$ cat src/include/i2cMaster_defs.svh
`ifndef I2C_MASTER_DEFS_SVH
`define I2C_MASTER_DEFS_SVH

////////////////////////////////////////
// Register word addresses.
////////////////////////////////////////

// Baud divisor register.
`define I2C_ADDR_BAUD 4'h0
// Control and status register.
`define I2C_ADDR_CTRL 4'h4
// Data register.
`define I2C_ADDR_DATA 4'h8

////////////////////////////////////////
// Transfer framing.
////////////////////////////////////////

// Index of the final bus phase, 22 phases in all.
`define I2C_PHASE_LAST 5'd21

// Smallest usable tick period in clk cycles.
`define I2C_MIN_DIV 16'd4

`endif

$ cat src/design/i2cRegPkg.sv
`default_nettype none

package i2cRegPkg;

	////////////////////////////////////////
	// APB side of the register block.
	////////////////////////////////////////

	// Word address on the APB port.
	typedef logic [3:0] apbAddr;

	// Read and write data on the APB port.
	typedef logic [15:0] apbWord;

	////////////////////////////////////////
	// Register fields.
	////////////////////////////////////////

	// Tick period in clk cycles.
	// Bit 0 is always stored as zero.
	typedef logic [15:0] baudDiv;

	// Control field, bits 3..0 of the control register.
	// Bit 3 generates START.
	// Bit 2 generates STOP.
	// Bit 1 selects a write transfer.
	// Bit 0 enables the controller.
	typedef logic [3:0] ctrlBits;

endpackage

`default_nettype wire

$ cat src/design/i2cBusPkg.sv
`default_nettype none

package i2cBusPkg;

	////////////////////////////////////////
	// Bus side of the controller.
	////////////////////////////////////////

	// One byte on the SDA line, bit 7 first.
	typedef logic [7:0] i2cByte;

	// Phase index, 0 to 21 during a transfer.
	typedef logic [4:0] phaseCount;

	// Sequencer states, one per phase group.
	// Phases 0-1 are startCond, 2-17 dataBit.
	// Phases 18-19 are ackSlot, 20-21 stopCond.
	typedef enum logic [2:0] {
		idle,
		startCond,
		dataBit,
		ackSlot,
		stopCond
	} seqState;

endpackage

`default_nettype wire

$ cat src/design/i2cApbRegs.sv
`timescale 1ns/1ps
`include "i2cMaster_defs.svh"
`default_nettype none

module i2cApbRegs (
	input  wire                    clk,
	input  wire                    reset,
	// APB slave port.
	input  wire                    psel,
	input  wire                    penable,
	input  wire                    pwrite,
	input  wire i2cRegPkg::apbAddr paddr,
	input  wire i2cRegPkg::apbWord pwdata,
	output i2cRegPkg::apbWord      prdata,
	output logic                   pready,
	output logic                   pslverr,
	// Status from the sequencer.
	input  wire                    busy,
	input  wire i2cBusPkg::i2cByte rxByte,
	input  wire                    rxValid,
	input  wire                    ackBit,
	input  wire                    scl,
	// Settings to the timer and sequencer.
	output i2cRegPkg::baudDiv      divisor,
	output i2cBusPkg::i2cByte      txByte,
	output logic                   doStart,
	output logic                   doStop,
	output logic                   isWrite,
	output logic                   startReq
);

	import i2cRegPkg::*;
	import i2cBusPkg::*;

	////////////////////////////////////////
	// Registers and decode.
	////////////////////////////////////////

	baudDiv  baudReg;
	ctrlBits ctrlReg;
	i2cByte  dataReg;
	apbWord  statusWord;

	logic readyQ;
	logic addrBaud;
	logic addrCtrl;
	logic addrData;
	logic addrHit;
	logic wrCommit;
	logic wrData;

	// Address match against the three word addresses.
	assign addrBaud = (paddr == `I2C_ADDR_BAUD);
	assign addrCtrl = (paddr == `I2C_ADDR_CTRL);
	assign addrData = (paddr == `I2C_ADDR_DATA);
	assign addrHit  = addrBaud | addrCtrl | addrData;

	// Ready rises on the second access cycle.
	// Cleared right after, so it lasts one cycle.
	always_ff @(posedge clk) begin
		if (reset) begin
			readyQ <= 1'b0;
		end else begin
			readyQ <= psel & penable & ~readyQ;
		end
	end

	assign pready  = readyQ;
	assign pslverr = readyQ & ~addrHit;

	// Writes take effect in the ready cycle.
	assign wrCommit = psel & penable & readyQ & pwrite;
	// Data writes are dropped while a byte is on the bus.
	assign wrData   = wrCommit & addrData & ~busy;

	////////////////////////////////////////
	// Register writes.
	////////////////////////////////////////

	always_ff @(posedge clk) begin
		if (reset) begin
			baudReg <= '0;
			ctrlReg <= '0;
		end else if (wrCommit) begin
			// Bit 0 of the divisor is not stored.
			if (addrBaud) begin
				baudReg <= {pwdata[15:1], 1'b0};
			end
			// Only the control bits are writable.
			if (addrCtrl) begin
				ctrlReg <= pwdata[3:0];
			end
		end
	end

	// Data register, loaded from the bus or from the shifted byte.
	always_ff @(posedge clk) begin
		if (reset) begin
			dataReg <= '0;
		end else if (wrData) begin
			dataReg <= pwdata[7:0];
		end else if (rxValid) begin
			dataReg <= rxByte;
		end
	end

	// Start pulse one cycle after the data write.
	// By then the data register holds the new byte.
	always_ff @(posedge clk) begin
		if (reset) begin
			startReq <= 1'b0;
		end else begin
			startReq <= wrData & ctrlReg[0];
		end
	end

	////////////////////////////////////////
	// Readback and outputs.
	////////////////////////////////////////

	// Bit 6 SCL, bit 5 done, bit 4 ack result.
	assign statusWord = {9'b0, scl, ~busy, ackBit, ctrlReg};

	always_comb begin
		if (addrBaud) begin
			prdata = baudReg;
		end else if (addrCtrl) begin
			prdata = statusWord;
		end else if (addrData) begin
			prdata = {8'h00, dataReg};
		end else begin
			prdata = '0;
		end
	end

	assign divisor = baudReg;
	assign txByte  = dataReg;
	assign doStart = ctrlReg[3];
	assign doStop  = ctrlReg[2];
	assign isWrite = ctrlReg[1];

endmodule

`default_nettype wire

$ cat src/design/i2cBaudTimer.sv
`timescale 1ns/1ps
`include "i2cMaster_defs.svh"
`default_nettype none

module i2cBaudTimer (
	input  wire                    clk,
	input  wire                    reset,
	input  wire i2cRegPkg::baudDiv divisor,
	input  wire                    busy,
	input  wire                    startReq,
	output logic                   tick
);

	import i2cRegPkg::*;

	////////////////////////////////////////
	// Tick counter.
	////////////////////////////////////////

	baudDiv count;
	baudDiv period;
	logic   match;

	// Divisors below the minimum run at the minimum.
	assign period = (divisor < `I2C_MIN_DIV) ? `I2C_MIN_DIV : divisor;

	// Last cycle of a tick period.
	assign match = (count == period - 16'd1);

	// Restart on a new transfer.
	// Held at zero while the sequencer is idle.
	always_ff @(posedge clk) begin
		if (reset || startReq || !busy || match) begin
			count <= '0;
		end else begin
			count <= count + 16'd1;
		end
	end

	// One pulse per period, only during a transfer.
	assign tick = busy & match;

endmodule

`default_nettype wire

$ cat src/design/i2cPhaseSequencer.sv
`timescale 1ns/1ps
`include "i2cMaster_defs.svh"
`default_nettype none

module i2cPhaseSequencer (
	input  wire                    clk,
	input  wire                    reset,
	input  wire                    tick,
	input  wire                    startReq,
	input  wire i2cBusPkg::i2cByte txByte,
	input  wire                    doStart,
	input  wire                    doStop,
	input  wire                    isWrite,
	input  wire                    sdaIn,
	output logic                   busy,
	output i2cBusPkg::i2cByte      rxByte,
	output logic                   rxValid,
	output logic                   ackBit,
	output logic                   scl,
	output logic                   sdaLow
);

	import i2cBusPkg::*;

	seqState   state;
	phaseCount phase;
	phaseCount nextPhase;
	i2cByte    shiftReg;

	// Transfer options, fixed for the length of a transfer.
	logic startFlag;
	logic stopFlag;
	logic writeFlag;

	logic lastPhase;
	logic shiftEn;
	logic ackEn;
	logic sdaLowNext;

	// Phase group of a phase index.
	function automatic seqState groupOf(input phaseCount p);
		if (p < 5'd2) begin
			return startCond;
		end else if (p < 5'd18) begin
			return dataBit;
		end else if (p < 5'd20) begin
			return ackSlot;
		end
		return stopCond;
	endfunction

	////////////////////////////////////////
	// Phase state machine.
	////////////////////////////////////////

	assign nextPhase = phase + 5'd1;
	assign lastPhase = (phase == `I2C_PHASE_LAST);
	assign busy      = (state != idle);

	always_ff @(posedge clk) begin
		if (reset) begin
			state <= idle;
			phase <= '0;
		end else if (state == idle) begin
			if (startReq) begin
				state <= startCond;
				phase <= '0;
			end
		end else if (tick) begin
			// Tick ends the current phase.
			if (lastPhase) begin
				state <= idle;
				phase <= '0;
			end else begin
				state <= groupOf(nextPhase);
				phase <= nextPhase;
			end
		end
	end

	////////////////////////////////////////
	// Shift register and acknowledge.
	////////////////////////////////////////

	// SCL is high in odd phases, so sample at their end.
	assign shiftEn = tick & (state == dataBit) & phase[0];
	assign ackEn   = tick & (state == ackSlot) & phase[0];

	// The line is shifted in for both directions.
	// In write mode it carries the master's own bits.
	always_ff @(posedge clk) begin
		if (state == idle && startReq) begin
			shiftReg  <= txByte;
			startFlag <= doStart;
			stopFlag  <= doStop;
			writeFlag <= isWrite;
		end else if (shiftEn) begin
			shiftReg <= {shiftReg[6:0], sdaIn};
		end
	end

	// Low means the target acked.
	always_ff @(posedge clk) begin
		if (reset) begin
			ackBit <= 1'b0;
		end else if (ackEn) begin
			ackBit <= sdaIn;
		end
	end

	assign rxByte  = shiftReg;
	// Same cycle as the tick that ends phase 21.
	assign rxValid = tick & lastPhase;

	////////////////////////////////////////
	// SCL and SDA decode.
	////////////////////////////////////////

	always_comb begin
		scl        = 1'b1;
		sdaLowNext = 1'b0;
		case (state)
			startCond: begin
				// START pulls SDA low in phase 1 with SCL high.
				scl        = startFlag ? 1'b1 : phase[0];
				sdaLowNext = startFlag & phase[0];
			end
			dataBit: begin
				scl        = phase[0];
				// MSB first, released in read mode.
				sdaLowNext = writeFlag & ~shiftReg[7];
			end
			ackSlot: begin
				scl        = phase[0];
				// Master acks a read, target acks a write.
				sdaLowNext = ~writeFlag;
			end
			stopCond: begin
				// STOP releases SDA in phase 21 with SCL high.
				scl        = stopFlag ? 1'b1 : phase[0];
				sdaLowNext = stopFlag & ~phase[0];
			end
			default: begin
				// Idle bus.
				scl        = 1'b1;
				sdaLowNext = 1'b0;
			end
		endcase
	end

	// SDA follows one cycle behind SCL.
	// Data changes land while SCL is already low.
	always_ff @(posedge clk) begin
		if (reset) begin
			sdaLow <= 1'b0;
		end else begin
			sdaLow <= sdaLowNext;
		end
	end

endmodule

`default_nettype wire

$ cat src/design/i2cMasterTop.sv
`timescale 1ns/1ps
`default_nettype none

module i2cMasterTop (
	input  wire                    clk,
	input  wire                    reset,
	// APB slave port.
	input  wire                    psel,
	input  wire                    penable,
	input  wire                    pwrite,
	input  wire i2cRegPkg::apbAddr paddr,
	input  wire i2cRegPkg::apbWord pwdata,
	output wire i2cRegPkg::apbWord prdata,
	output wire                    pready,
	output wire                    pslverr,
	// I2C pins.
	output wire                    scl,
	output wire                    sdaLow,
	input  wire                    sdaIn
);

	import i2cRegPkg::*;
	import i2cBusPkg::*;

	////////////////////////////////////////
	// Internal nets.
	////////////////////////////////////////

	// Register block to timer and sequencer.
	wire baudDiv divisor;
	wire i2cByte txByte;
	wire         doStart;
	wire         doStop;
	wire         isWrite;
	wire         startReq;

	// Sequencer back to the register block.
	wire         busy;
	wire i2cByte rxByte;
	wire         rxValid;
	wire         ackBit;

	// Timer to sequencer.
	wire         tick;

	////////////////////////////////////////
	// Blocks.
	////////////////////////////////////////

	// Register block.
	i2cApbRegs i2cApbRegs_inst (
		.clk      (clk),
		.reset    (reset),
		.psel     (psel),
		.penable  (penable),
		.pwrite   (pwrite),
		.paddr    (paddr),
		.pwdata   (pwdata),
		.prdata   (prdata),
		.pready   (pready),
		.pslverr  (pslverr),
		.busy     (busy),
		.rxByte   (rxByte),
		.rxValid  (rxValid),
		.ackBit   (ackBit),
		.scl      (scl),
		.divisor  (divisor),
		.txByte   (txByte),
		.doStart  (doStart),
		.doStop   (doStop),
		.isWrite  (isWrite),
		.startReq (startReq)
	);

	// Phase tick generator.
	i2cBaudTimer i2cBaudTimer_inst (
		.clk      (clk),
		.reset    (reset),
		.divisor  (divisor),
		.busy     (busy),
		.startReq (startReq),
		.tick     (tick)
	);

	// Bus phase sequencer.
	i2cPhaseSequencer i2cPhaseSequencer_inst (
		.clk      (clk),
		.reset    (reset),
		.tick     (tick),
		.startReq (startReq),
		.txByte   (txByte),
		.doStart  (doStart),
		.doStop   (doStop),
		.isWrite  (isWrite),
		.sdaIn    (sdaIn),
		.busy     (busy),
		.rxByte   (rxByte),
		.rxValid  (rxValid),
		.ackBit   (ackBit),
		.scl      (scl),
		.sdaLow   (sdaLow)
	);

endmodule

`default_nettype wire

$ cat config.mk
export PLATFORM = sky130hd
export DESIGN_NAME = i2cMasterTop
export DESIGN_NICKNAME = d
export VERILOG_FILES = /design/src/design/i2cRegPkg.sv /design/src/design/i2cBusPkg.sv /design/src/design/i2cApbRegs.sv /design/src/design/i2cBaudTimer.sv /design/src/design/i2cPhaseSequencer.sv /design/src/design/i2cMasterTop.sv
export VERILOG_INCLUDE_DIRS = /design/src /design/src/include
export SDC_FILE = /design/constraint.sdc
export NUM_CORES = 1
export LEC_CHECK = 0
export CORE_UTILIZATION = 55
export DETAILED_ROUTE_END_ITERATION = 8
export DONT_BUFFER_PORTS = 1
export PLACE_DENSITY = 0.7
export SLEW_MARGIN = 10
export SYNTH_ARGS = -nofsm -noshare
export SYNTH_HDL_FRONTEND = slang
export SYNTH_SLANG_ARGS = --single-unit
$ cat constraint.sdc
create_clock -name clk -period 6.9 [get_ports clk]
set_input_delay 1.035 -clock clk [delete_from_list [all_inputs] [get_ports clk]]
set_output_delay 1.035 -clock clk [all_outputs]
set_load 0.02 [all_outputs]
==> results of run 1 <==
==> cell usage in the layout, fill, tap and decap left out, drive strengths merged, types with 6 or more instances in the layout <==
cell and instances:
xor2 16, inv 10, a21oi 25, nor4 7, nand2 23, nand3 18, and2 7, clkbuf 10
o21ai 9, edfxtp 11, mux2i 31, nand4 6, dfxtp 55, and3 10, a211oi 10, mux2 10
xnor2 17, nor3 12, nor2 91
==> per-stage QoR <==
step	area (um^2)	utilization	setup slack, ns	std cells	total power, uW
6_report	4110	0.609	2.02	526	852
2_1_floorplan	3850	-	2.16	456	413
5_1_grt	4110	0.609	1.71	526	872
3_3_place_gp	3840	0.568	2.33	510	410
3_5_place_dp	3840	0.568	2.19	510	410
4_1_cts	4110	0.609	2.08	526	854
==> metal layers <==
metal / up-vias / track usage / part of all wire
met4: 0 / 0.109 / 0.027
met2: 140 / 0.415 / 0.44
met5: - / 0 / 0
met3: 28 / 0.0712 / 0.073
li1: 1582 / - / -
met1: 1544 / 0.375 / 0.46
==> worst max-delay path, cell delays in order (launching register included) <==
cell and delay [ns]:
dfxtp_1 0.41, nor4_1 0.65, nand4_1 0.31, nand2_1 0.20, ha_1 0.31, or4b_2 0.64, o31ai_1 0.32, o21ai_0 0.12
or4_4 0.57, or4_1 0.56, o31ai_1 0.26, buf_4 0.22
==> layout make-up <==
type                            count  area, um^2  area share
Tap cell                           80         100      0.0243
Timing Repair Buffer                3        22.5     0.00548
Inverter                            9        33.8     0.00821
Clock inverter                      6         136      0.0332
Sequential cell                    66        1430       0.348
Multi-Input combinational cell    352        2250       0.547
Clock buffer                       10         138      0.0335
==> logic make-up after synthesis <==
group | share of synthesized area
muxes | 0.110
xor gates and xnor gates | 0.0751
and+or+nand+nor | 0.268
buffers and inverters | 0.0442
adders and majority gates | 0.0130
DFF | 0.372
AOI/OAI and AO/OA | 0.117
==> synth_stat cells, types with 4 or more instances <==
cell type | number | area (um^2)
a211oi_1 | 10 | 75.1
a21oi_1 | 25 | 125
a31oi_1 | 4 | 25.0
and2_1 | 7 | 43.8
and3_1 | 10 | 62.6
clkbuf_1 | 20 | 75.1
dfxtp_1 | 55 | 1100
edfxtp_1 | 11 | 330
ha_1 | 4 | 50.1
inv_1 | 9 | 33.8
mux2_2 | 10 | 113
mux2i_1 | 31 | 310
nand2_1 | 22 | 82.6
nand2b_1 | 4 | 25.0
nand3_1 | 18 | 90.1
nand4_1 | 6 | 37.5
nor2_1 | 90 | 338
nor2b_1 | 4 | 25.0
nor3_1 | 11 | 55.1
nor4_1 | 6 | 37.5
o21ai_0 | 9 | 45.0
xnor2_1 | 17 | 149
xor2_1 | 16 | 140
==> where the power goes <==
group	switching, uW	internal [uW]
logic	6.08	4.53
registers	0.701	390
clock network	163	288
==> flip-flops by register name, summed over array words and instances, names as in the netlist <==
| name | cells |
|---|---|
| i2cApbRegs_inst.pready | 1 |
| i2cPhaseSequencer_inst.state | 3 |
| i2cPhaseSequencer_inst.ackBit | 1 |
| i2cApbRegs_inst.ctrlReg | 4 |
| i2cPhaseSequencer_inst.startFlag | 1 |
| i2cPhaseSequencer_inst.sdaLow | 1 |
| i2cPhaseSequencer_inst.rxByte | 8 |
| i2cPhaseSequencer_inst.writeFlag | 1 |
| i2cPhaseSequencer_inst.stopFlag | 1 |
| i2cApbRegs_inst.txByte | 8 |
| i2cPhaseSequencer_inst.phase | 5 |
| i2cBaudTimer_inst.count | 16 |
| i2cApbRegs_inst.divisor | 15 |
| i2cApbRegs_inst.startReq | 1 |
==> final timing paths <==
check	endpoint	startpoint	slack [ns]
min	i2cPhaseSequencer_inst.writeFlag	i2cApbRegs_inst.ctrlReg[1]	0.48
min reg2reg	i2cPhaseSequencer_inst.writeFlag	i2cApbRegs_inst.ctrlReg[1]	0.48
max	i2cPhaseSequencer_inst.rxByte[5]	i2cApbRegs_inst.divisor[10]	2.02
max reg2reg	i2cPhaseSequencer_inst.rxByte[5]	i2cApbRegs_inst.divisor[10]	2.02
==> impl_metrics.yaml, run 1 <==
status:
  outcome: "finished, final reports clean"
routing:
  via_per_inst: 6.26
  routed_wl_um: 9330
  drt_iter0_drc: 343
  route.detailed.drc: 0
  vias: 3294
  wire_per_inst_um: 17.7
  ant_nets: 0
  dr.pass1.iters: 6
floorplan:
  start_util: 0.569
  io_pins: 46
  die_w_um: 85.6
  design.core.area_mm2: 0.00676
  die_h_um: 85.6
  die_area_mm2: 0.00733
  rows: 30
power_and_ir_drop:
  p_leak_uw: 0.00146
  vdd_drop_max_uv: 110
  power_density_mw_per_mm2: 207
timing:
  fin_crit_ns: 4.88
  grt_setup_unrepaired: "no"
  worst_pin_slew_ns: 0.880
  finalSetupViolations: 0
  finalSetupTns_ns: 0
  fin_skew_ns: 0.0128
  slew_violations: 0
  hold_violations: 0
  timing.fmax_ghz: 0.205
  whs_ns: 0.479
  max_slew_margin: 0.408
  period_share: 0.707
synth:
  ys_seq_area_frac: 0.372
  synth_ff_type: "dfxtp_1"
  synth.avg_cell_area_um2: 8.43
  syn_nets: 486
  yosys_warnings: 0
  ys_seq_elements: 66
  synth_edf_count: 11
  netlist_instances: 456
  syn-cell-area_mm2: 0.00385
  async_flop_share: 0
  ys_types: 57
critical_path:
  startpoint_type: "flop"
  worstRegToRegCells: 11
  critPathKind: "reg2reg"
  crit_required_ns: 6.96
  path_max_fanout: 10
  crit_arrival_ns: 4.94
  end_kind: "flop"
clocking:
  root_buffer: "clkbuf_8"
  postCtsSetupBuffers: 0
  insertion_delay_ns: 0.36
  cts_tree: "built"
  clock-sinks: 66
  cts_buffers: 9
  clk_pin_slew_ns: 0.08
  cts_max_level: 3
  hold_buffers: 0
  cts.path.max_buffers: 2
  cts_resized: 0
grt:
  grt_max_degree: 45
  grt_pass1_vias: 3119
  grt_overflow: 0
  grt_use_total: 0.274
  antenna_found_initial: 0
  grt_pass1_wl_um: 15600
job:
  maxCapViolations: 0
finish:
  drive_gt1_frac: 0.0942
  nNetsFinal: 471
  num_antenna_cells: 0
  n_fill_cell: 601
  area_growth_pct: 6.93
worst_hold_path:
  hold_path_class: "reg2reg"
  hold_depth: 0
place:
  io_buffers: 0
  dpl.hpwl_um: 6620
  gp_congestion: 0.890
No activity file was read; power rests on OpenSTA's default activity.
==> run 2, diff against run 1 <==
PLACE_DENSITY = 0.73   (was 0.7)
clock period = 4.42 ns   (was 6.9 ns; I/O delays follow)
==> run 2 against run 1 <==
Against the previous run:
- flip-flop and latch count stayed put
- maximum frequency is 17% higher
- sequential share of layout area is 0.95 points lower
- clock power is 25% higher
- power is 40% higher
- cell count is 3.4% higher
- critical path depth stayed put
- register-to-register slack worse by 1.8 ns
==> impl_metrics.yaml, run 2 (synthesis results as in run 1) <==
status:
  outcome: "finished, final reports clean"
grt:
  grt_pass1_wl_um: 15300
  grt_pass1_vias: 3047
  grt_overflow: 0
  antenna_found_initial: 0
  grt_use_total: 0.271
  grt_max_degree: 45
critical_path:
  crit_required_ns: 4.50
  rr_endpoint: "i2cPhaseSequencer_inst.rxByte[1]"
  crit_chain: "nor4_2 > nand4_1 > nand2_1 > ha_1 > or4b_2 > o31ai_1 > o21ai_0 > or4_4 > or4_1 > o31ai_4 > buf_12"
  timing.rr.start: "i2cApbRegs_inst.divisor[7]"
  critPathKind: "reg2reg"
  worstRegToRegCells: 11
  startpoint_type: "flop"
  max_stage_delay_ns: 0.63
  crit_arrival_ns: 4.26
  cp.buffers_inverters: 1
  crit_cells: 11
  end_kind: "flop"
  r2r_slack_ns: 0.24
  crit_family: "simple AND/OR/NAND/NOR gates"
  path_max_fanout: 8
  critPathLaunch: "i2cApbRegs_inst.divisor[7]"
  crit_end: "i2cPhaseSequencer_inst.rxByte[1]"
  slowest_stage: "or4b_2"
routing:
  top_layer_used: "met4"
  dr_wl_met2_um: 4390
  ant_nets: 0
  via_per_inst: 6.12
  vias: 3328
  met1_length_um: 4410
  wire_per_inst_um: 17.5
  route.detailed.drc: 0
  dr.pass1.iters: 4
  met3WireLength_um: 560
  drt_iter0_drc: 267
  routed_wl_um: 9540
timing:
  fin_crit_ns: 4.18
  worst_pin_slew_ns: 1.00
  period_share: 0.946
  max_slew_margin: 0.326
  whs_ns: 0.362
  fin_skew_ns: 0.0112
  finalSetupTns_ns: 0
  finalSetupViolations: 0
  grt_setup_unrepaired: "no"
  slew_violations: 0
  hold_violations: 0
  timing.fmax_ghz: 0.239
floorplan:
  design.core.area_mm2: 0.00676
  rows: 30
  die_area_mm2: 0.00733
  die_w_um: 85.6
  io_pins: 46
  start_util: 0.569
  die_h_um: 85.6
finish:
  drive_gt1_frac: 0.134
  mostFrequentLayoutCell: "nor2_1"
  final_cell_mix: "nor2_1 (90), dfxtp_1 (55), mux2i_1 (31), a21oi_1 (25), nand2_1 (22)"
  nNetsFinal: 489
  area_growth_pct: 9.92
  num_antenna_cells: 0
  regMostFlops: "i2cBaudTimer_inst.count"
  final_cells: 544
  n_fill_cell: 608
  largest_register_ffs: 16
worst_hold_path:
  hold_path_class: "in2reg"
  hold_depth: 1
place:
  io_buffers: 0
  dp.cells: 527
  gp_congestion: 0.929
  dpl.hpwl_um: 6770
job:
  maxCapViolations: 0
clocking:
  cts.path.max_buffers: 2
  hold_buffers: 0
  cts_tree: "built"
  cts_max_level: 3
  clk_pin_slew_ns: 0.08
  insertion_delay_ns: 0.36
  cts_buffers: 9
  clock-sinks: 66
  root_buffer: "clkbuf_8"
power_and_ir_drop:
  power_density_mw_per_mm2: 281
  total_power_uw: 1190
  p_leak_uw: 0.00153
  vdd_drop_max_uv: 139
[run 2: cell count changes in the layout (fill, tap and decap cells not counted), sizes merged]
cell      change
clkinv        +1
clkbuf        +1
buf          +18
bufinv        -3
clkinvlp      +1
[run 2: metal layers]
metal	global-route usage	vias to the layer above
met3	0.0529	16
met4	0.120	0
li1	-	1622
met1	0.365	1588
met2	0.424	102
met5	0	-
[run 2: metrics by stage]
step | worst slack (ns) | area [um^2] | utilization
2_1_floorplan | 0.0849 | 3860 | -
4_1_cts | 0.0838 | 4200 | 0.622
5_1_grt | 0.0624 | 4230 | 0.626
3_5_place_dp | 0.0943 | 3980 | 0.589
3_3_place_gp | 0.179 | 3980 | 0.589
6_report | 0.236 | 4230 | 0.626
[run 2: cell type report]
type	count	area, um^2	area share
tap	80	100	0.0237
multi-input combinational	352	2270	0.537
clock buffer	11	163	0.0385
sequential	66	1430	0.339
inverter	9	33.8	0.00799
clock inverter	5	58.8	0.0139
timing repair buffer	21	170	0.0402
[run 2: how the worst min path moves through the flow]
stage	to	start
2_1_floorplan	i2cPhaseSequencer_inst.startFlag	i2cApbRegs_inst.ctrlReg[3]
3_3_place_gp	i2cBaudTimer_inst.count[0]	i2cBaudTimer_inst.count[0]
3_5_place_dp	i2cBaudTimer_inst.count[0]	i2cBaudTimer_inst.count[0]
4_1_cts	i2cPhaseSequencer_inst.phase[4]	reset
5_1_grt	i2cApbRegs_inst.ctrlReg[1]	reset
6_report	i2cPhaseSequencer_inst.phase[4]	reset
[run 2: repair_timing]
action | 4_1_cts | 5_1_grt
setup buffers | 0 | 1
gates resized for setup | 0 | 1
endpoints found under the setup margin | 0 | 15
[run 2: power breakdown]
| group | switching (uW) | leakage, uW | internal, uW |
|---|---|---|---|
| Combinational | 9.28 | 0.000873 | 7.33 |
| Clock | 252 | 0.000107 | 311 |
| Sequential | 1.02 | 0.000550 | 609 |
==> run 3, diff against run 2 <==
CTS_BUF_LIST = sky130_fd_sc_hd__clkbuf_16   (was unset)
==> run 3 against run 2 <==
Against the previous run:
- sequential power is essentially flat
- die area unchanged
- combinational power hardly changed
- cell area is 2.2% higher
- hold slack improved by 0.025 ns
- first-iteration DRC count rose by 1.1%
- clock power up 33%
==> impl_metrics.yaml, run 3 (synthesis results as in run 1) <==
routing:
  ant_nets: 0
  drt_iter0_drc: 270
  via_per_inst: 6.16
  routed_wl_um: 9680
  dr.pass1.iters: 5
  wire_per_inst_um: 17.8
  route.detailed.drc: 0
  vias: 3351
clocking:
  cts_buffers: 9
  cts_tree: "built"
  clk_pin_slew_ns: 0.06
  cts_max_level: 3
  clock-sinks: 66
  root_buffer: "clkbuf_16"
  insertion_delay_ns: 0.34
  cts.path.max_buffers: 2
critical_path:
  crit_required_ns: 4.48
  end_kind: "flop"
  max_stage_delay_ns: 0.63
  crit_arrival_ns: 4.25
  critPathKind: "reg2reg"
  slowest_stage: "or4b_2"
  crit_chain: "nor4_2 > nand4_1 > nand2_1 > ha_1 > or4b_2 > o31ai_1 > o21ai_0 > or4_4 > or4_1 > o31ai_4 > buf_12"
  path_max_fanout: 8
  crit_family: "simple AND/OR/NAND/NOR gates"
  timing.rr.start: "i2cApbRegs_inst.divisor[7]"
  cp.buffers_inverters: 1
  critPathLaunch: "i2cApbRegs_inst.divisor[7]"
  startpoint_type: "flop"
job:
  maxCapViolations: 0
timing:
  finalSetupTns_ns: 0
  finalSetupViolations: 0
  setup_ws_ns: 0.227
  max_slew_margin: 0.301
  fin_crit_ns: 4.19
  grt_setup_unrepaired: "no"
  hold_violations: 0
  timing.fmax_ghz: 0.238
  period_share: 0.949
  fin_skew_ns: 0.00574
  worst_pin_slew_ns: 1.04
  slew_violations: 0
grt:
  grt_use_total: 0.278
  grt_overflow: 0
  grt_max_degree: 45
  grt_pass1_vias: 3067
  antenna_found_initial: 0
  grt_pass1_wl_um: 15600
power_and_ir_drop:
  clkPwrFrac: 0.543
  intPower_uw: 1090
  pwr-share-comb: 0.012
  switching_share: 0.209
  power_density_mw_per_mm2: 318
  vdd_drop_max_uv: 187
  p_sw_uw: 287
  sequentialPowerShare: 0.445
  p_leak_uw: 0.00157
status:
  outcome: "finished, final reports clean"
finish:
  mostFrequentLayoutCell: "nor2_1"
  regMostFlops: "i2cBaudTimer_inst.count"
  drive_gt1_frac: 0.131
  area_growth_pct: 12.3
  nNetsFinal: 489
  num_antenna_cells: 0
  fin_util: 0.639
  n_fill_cell: 589
  largest_register_ffs: 16
  final_cell_mix: "nor2_1 (90), dfxtp_1 (55), mux2i_1 (31), a21oi_1 (25), nand2_1 (22)"
floorplan:
  start_util: 0.569
  die_w_um: 85.6
  die_area_mm2: 0.00733
  io_pins: 46
  rows: 30
  die_h_um: 85.6
  design.core.area_mm2: 0.00676
place:
  io_buffers: 0
  place_ws_ns: 0.0943
  dpl.hpwl_um: 6770
  gp_congestion: 0.929
worst_hold_path:
  hold_path_class: "in2reg"
  hold_start: "reset"
run 3: cell count changes in the layout (fill, tap and decap cells not counted):
cell and change:
clkbuf_16 +9, clkinv_1 +1, clkbuf_8 -10
run 3: worst register-to-register path, cell delays in order, from the launching register on:
cell and delay (ns):
dfxtp_1 0.38, nor4_2 0.35, nand4_1 0.22, nand2_1 0.17
ha_1 0.19, or4b_2 0.63, o31ai_1 0.33, o21ai_0 0.13
or4_4 0.58, or4_1 0.49, o31ai_4 0.29, buf_12 0.17
run 3: cell type report:
type	count	area, um^2	share of cell area
well taps	80	100	0.0232
clock inverters	6	62.6	0.0145
inverters	9	33.8	0.00782
repair buffers	21	170	0.0394
flip-flops and latches	66	1430	0.331
multi-input cells	352	2270	0.526
clock buffers	10	250	0.0579
run 3: metal layers:
metal	part of all wire	vias up	track usage
li1	-	1631	-
met2	0.45	131	0.424
met4	0.017	0	0.103
met1	0.46	1569	0.374
met5	0	-	0
met3	0.072	20	0.0799
run 3: through the flow:
step / cells / area, um^2 / power (uW) / hold WS [ns]
after floorplan: 456 / 3860 / 645 / 0.429
after global placement: 527 / 3980 / 640 / 0.464
after detailed placement: 527 / 3980 / 640 / 0.476
after CTS: 543 / 4290 / 1380 / 0.380
after global routing: 544 / 4320 / 1410 / 0.379
final: 544 / 4320 / 1370 / 0.387
run 3: worst paths after layout:
check                                endpoint  slack, ns  cells past startpoint
max          i2cPhaseSequencer_inst.rxByte[4]       0.23                     11
min           i2cPhaseSequencer_inst.phase[4]       0.39                      1
max reg2reg  i2cPhaseSequencer_inst.rxByte[4]       0.23                     11
min reg2reg        i2cBaudTimer_inst.count[0]       0.48                      1
run 3: power by group through the flow:
| stage | Combinational (uW) | Sequential, uW | Clock, uW |
|---|---|---|---|
| 2_1_floorplan | 21.9 | 623 | 0 |
| 3_3_place_gp | 16.0 | 624 | 0 |
| 3_5_place_dp | 16.3 | 624 | 0 |
| 4_1_cts | 16.7 | 611 | 751 |
| 5_1_grt | 18.3 | 610 | 782 |
| 6_report | 16.8 | 611 | 746 |
run 3: timing repair:
| action | CTS | global route |
|---|---|---|
| resized for setup | 0 | 1 |
| hold buffers | 0 | 0 |
| buffers inserted | 0 | 1 |
| endpoints found under the setup margin | 0 | 14 |
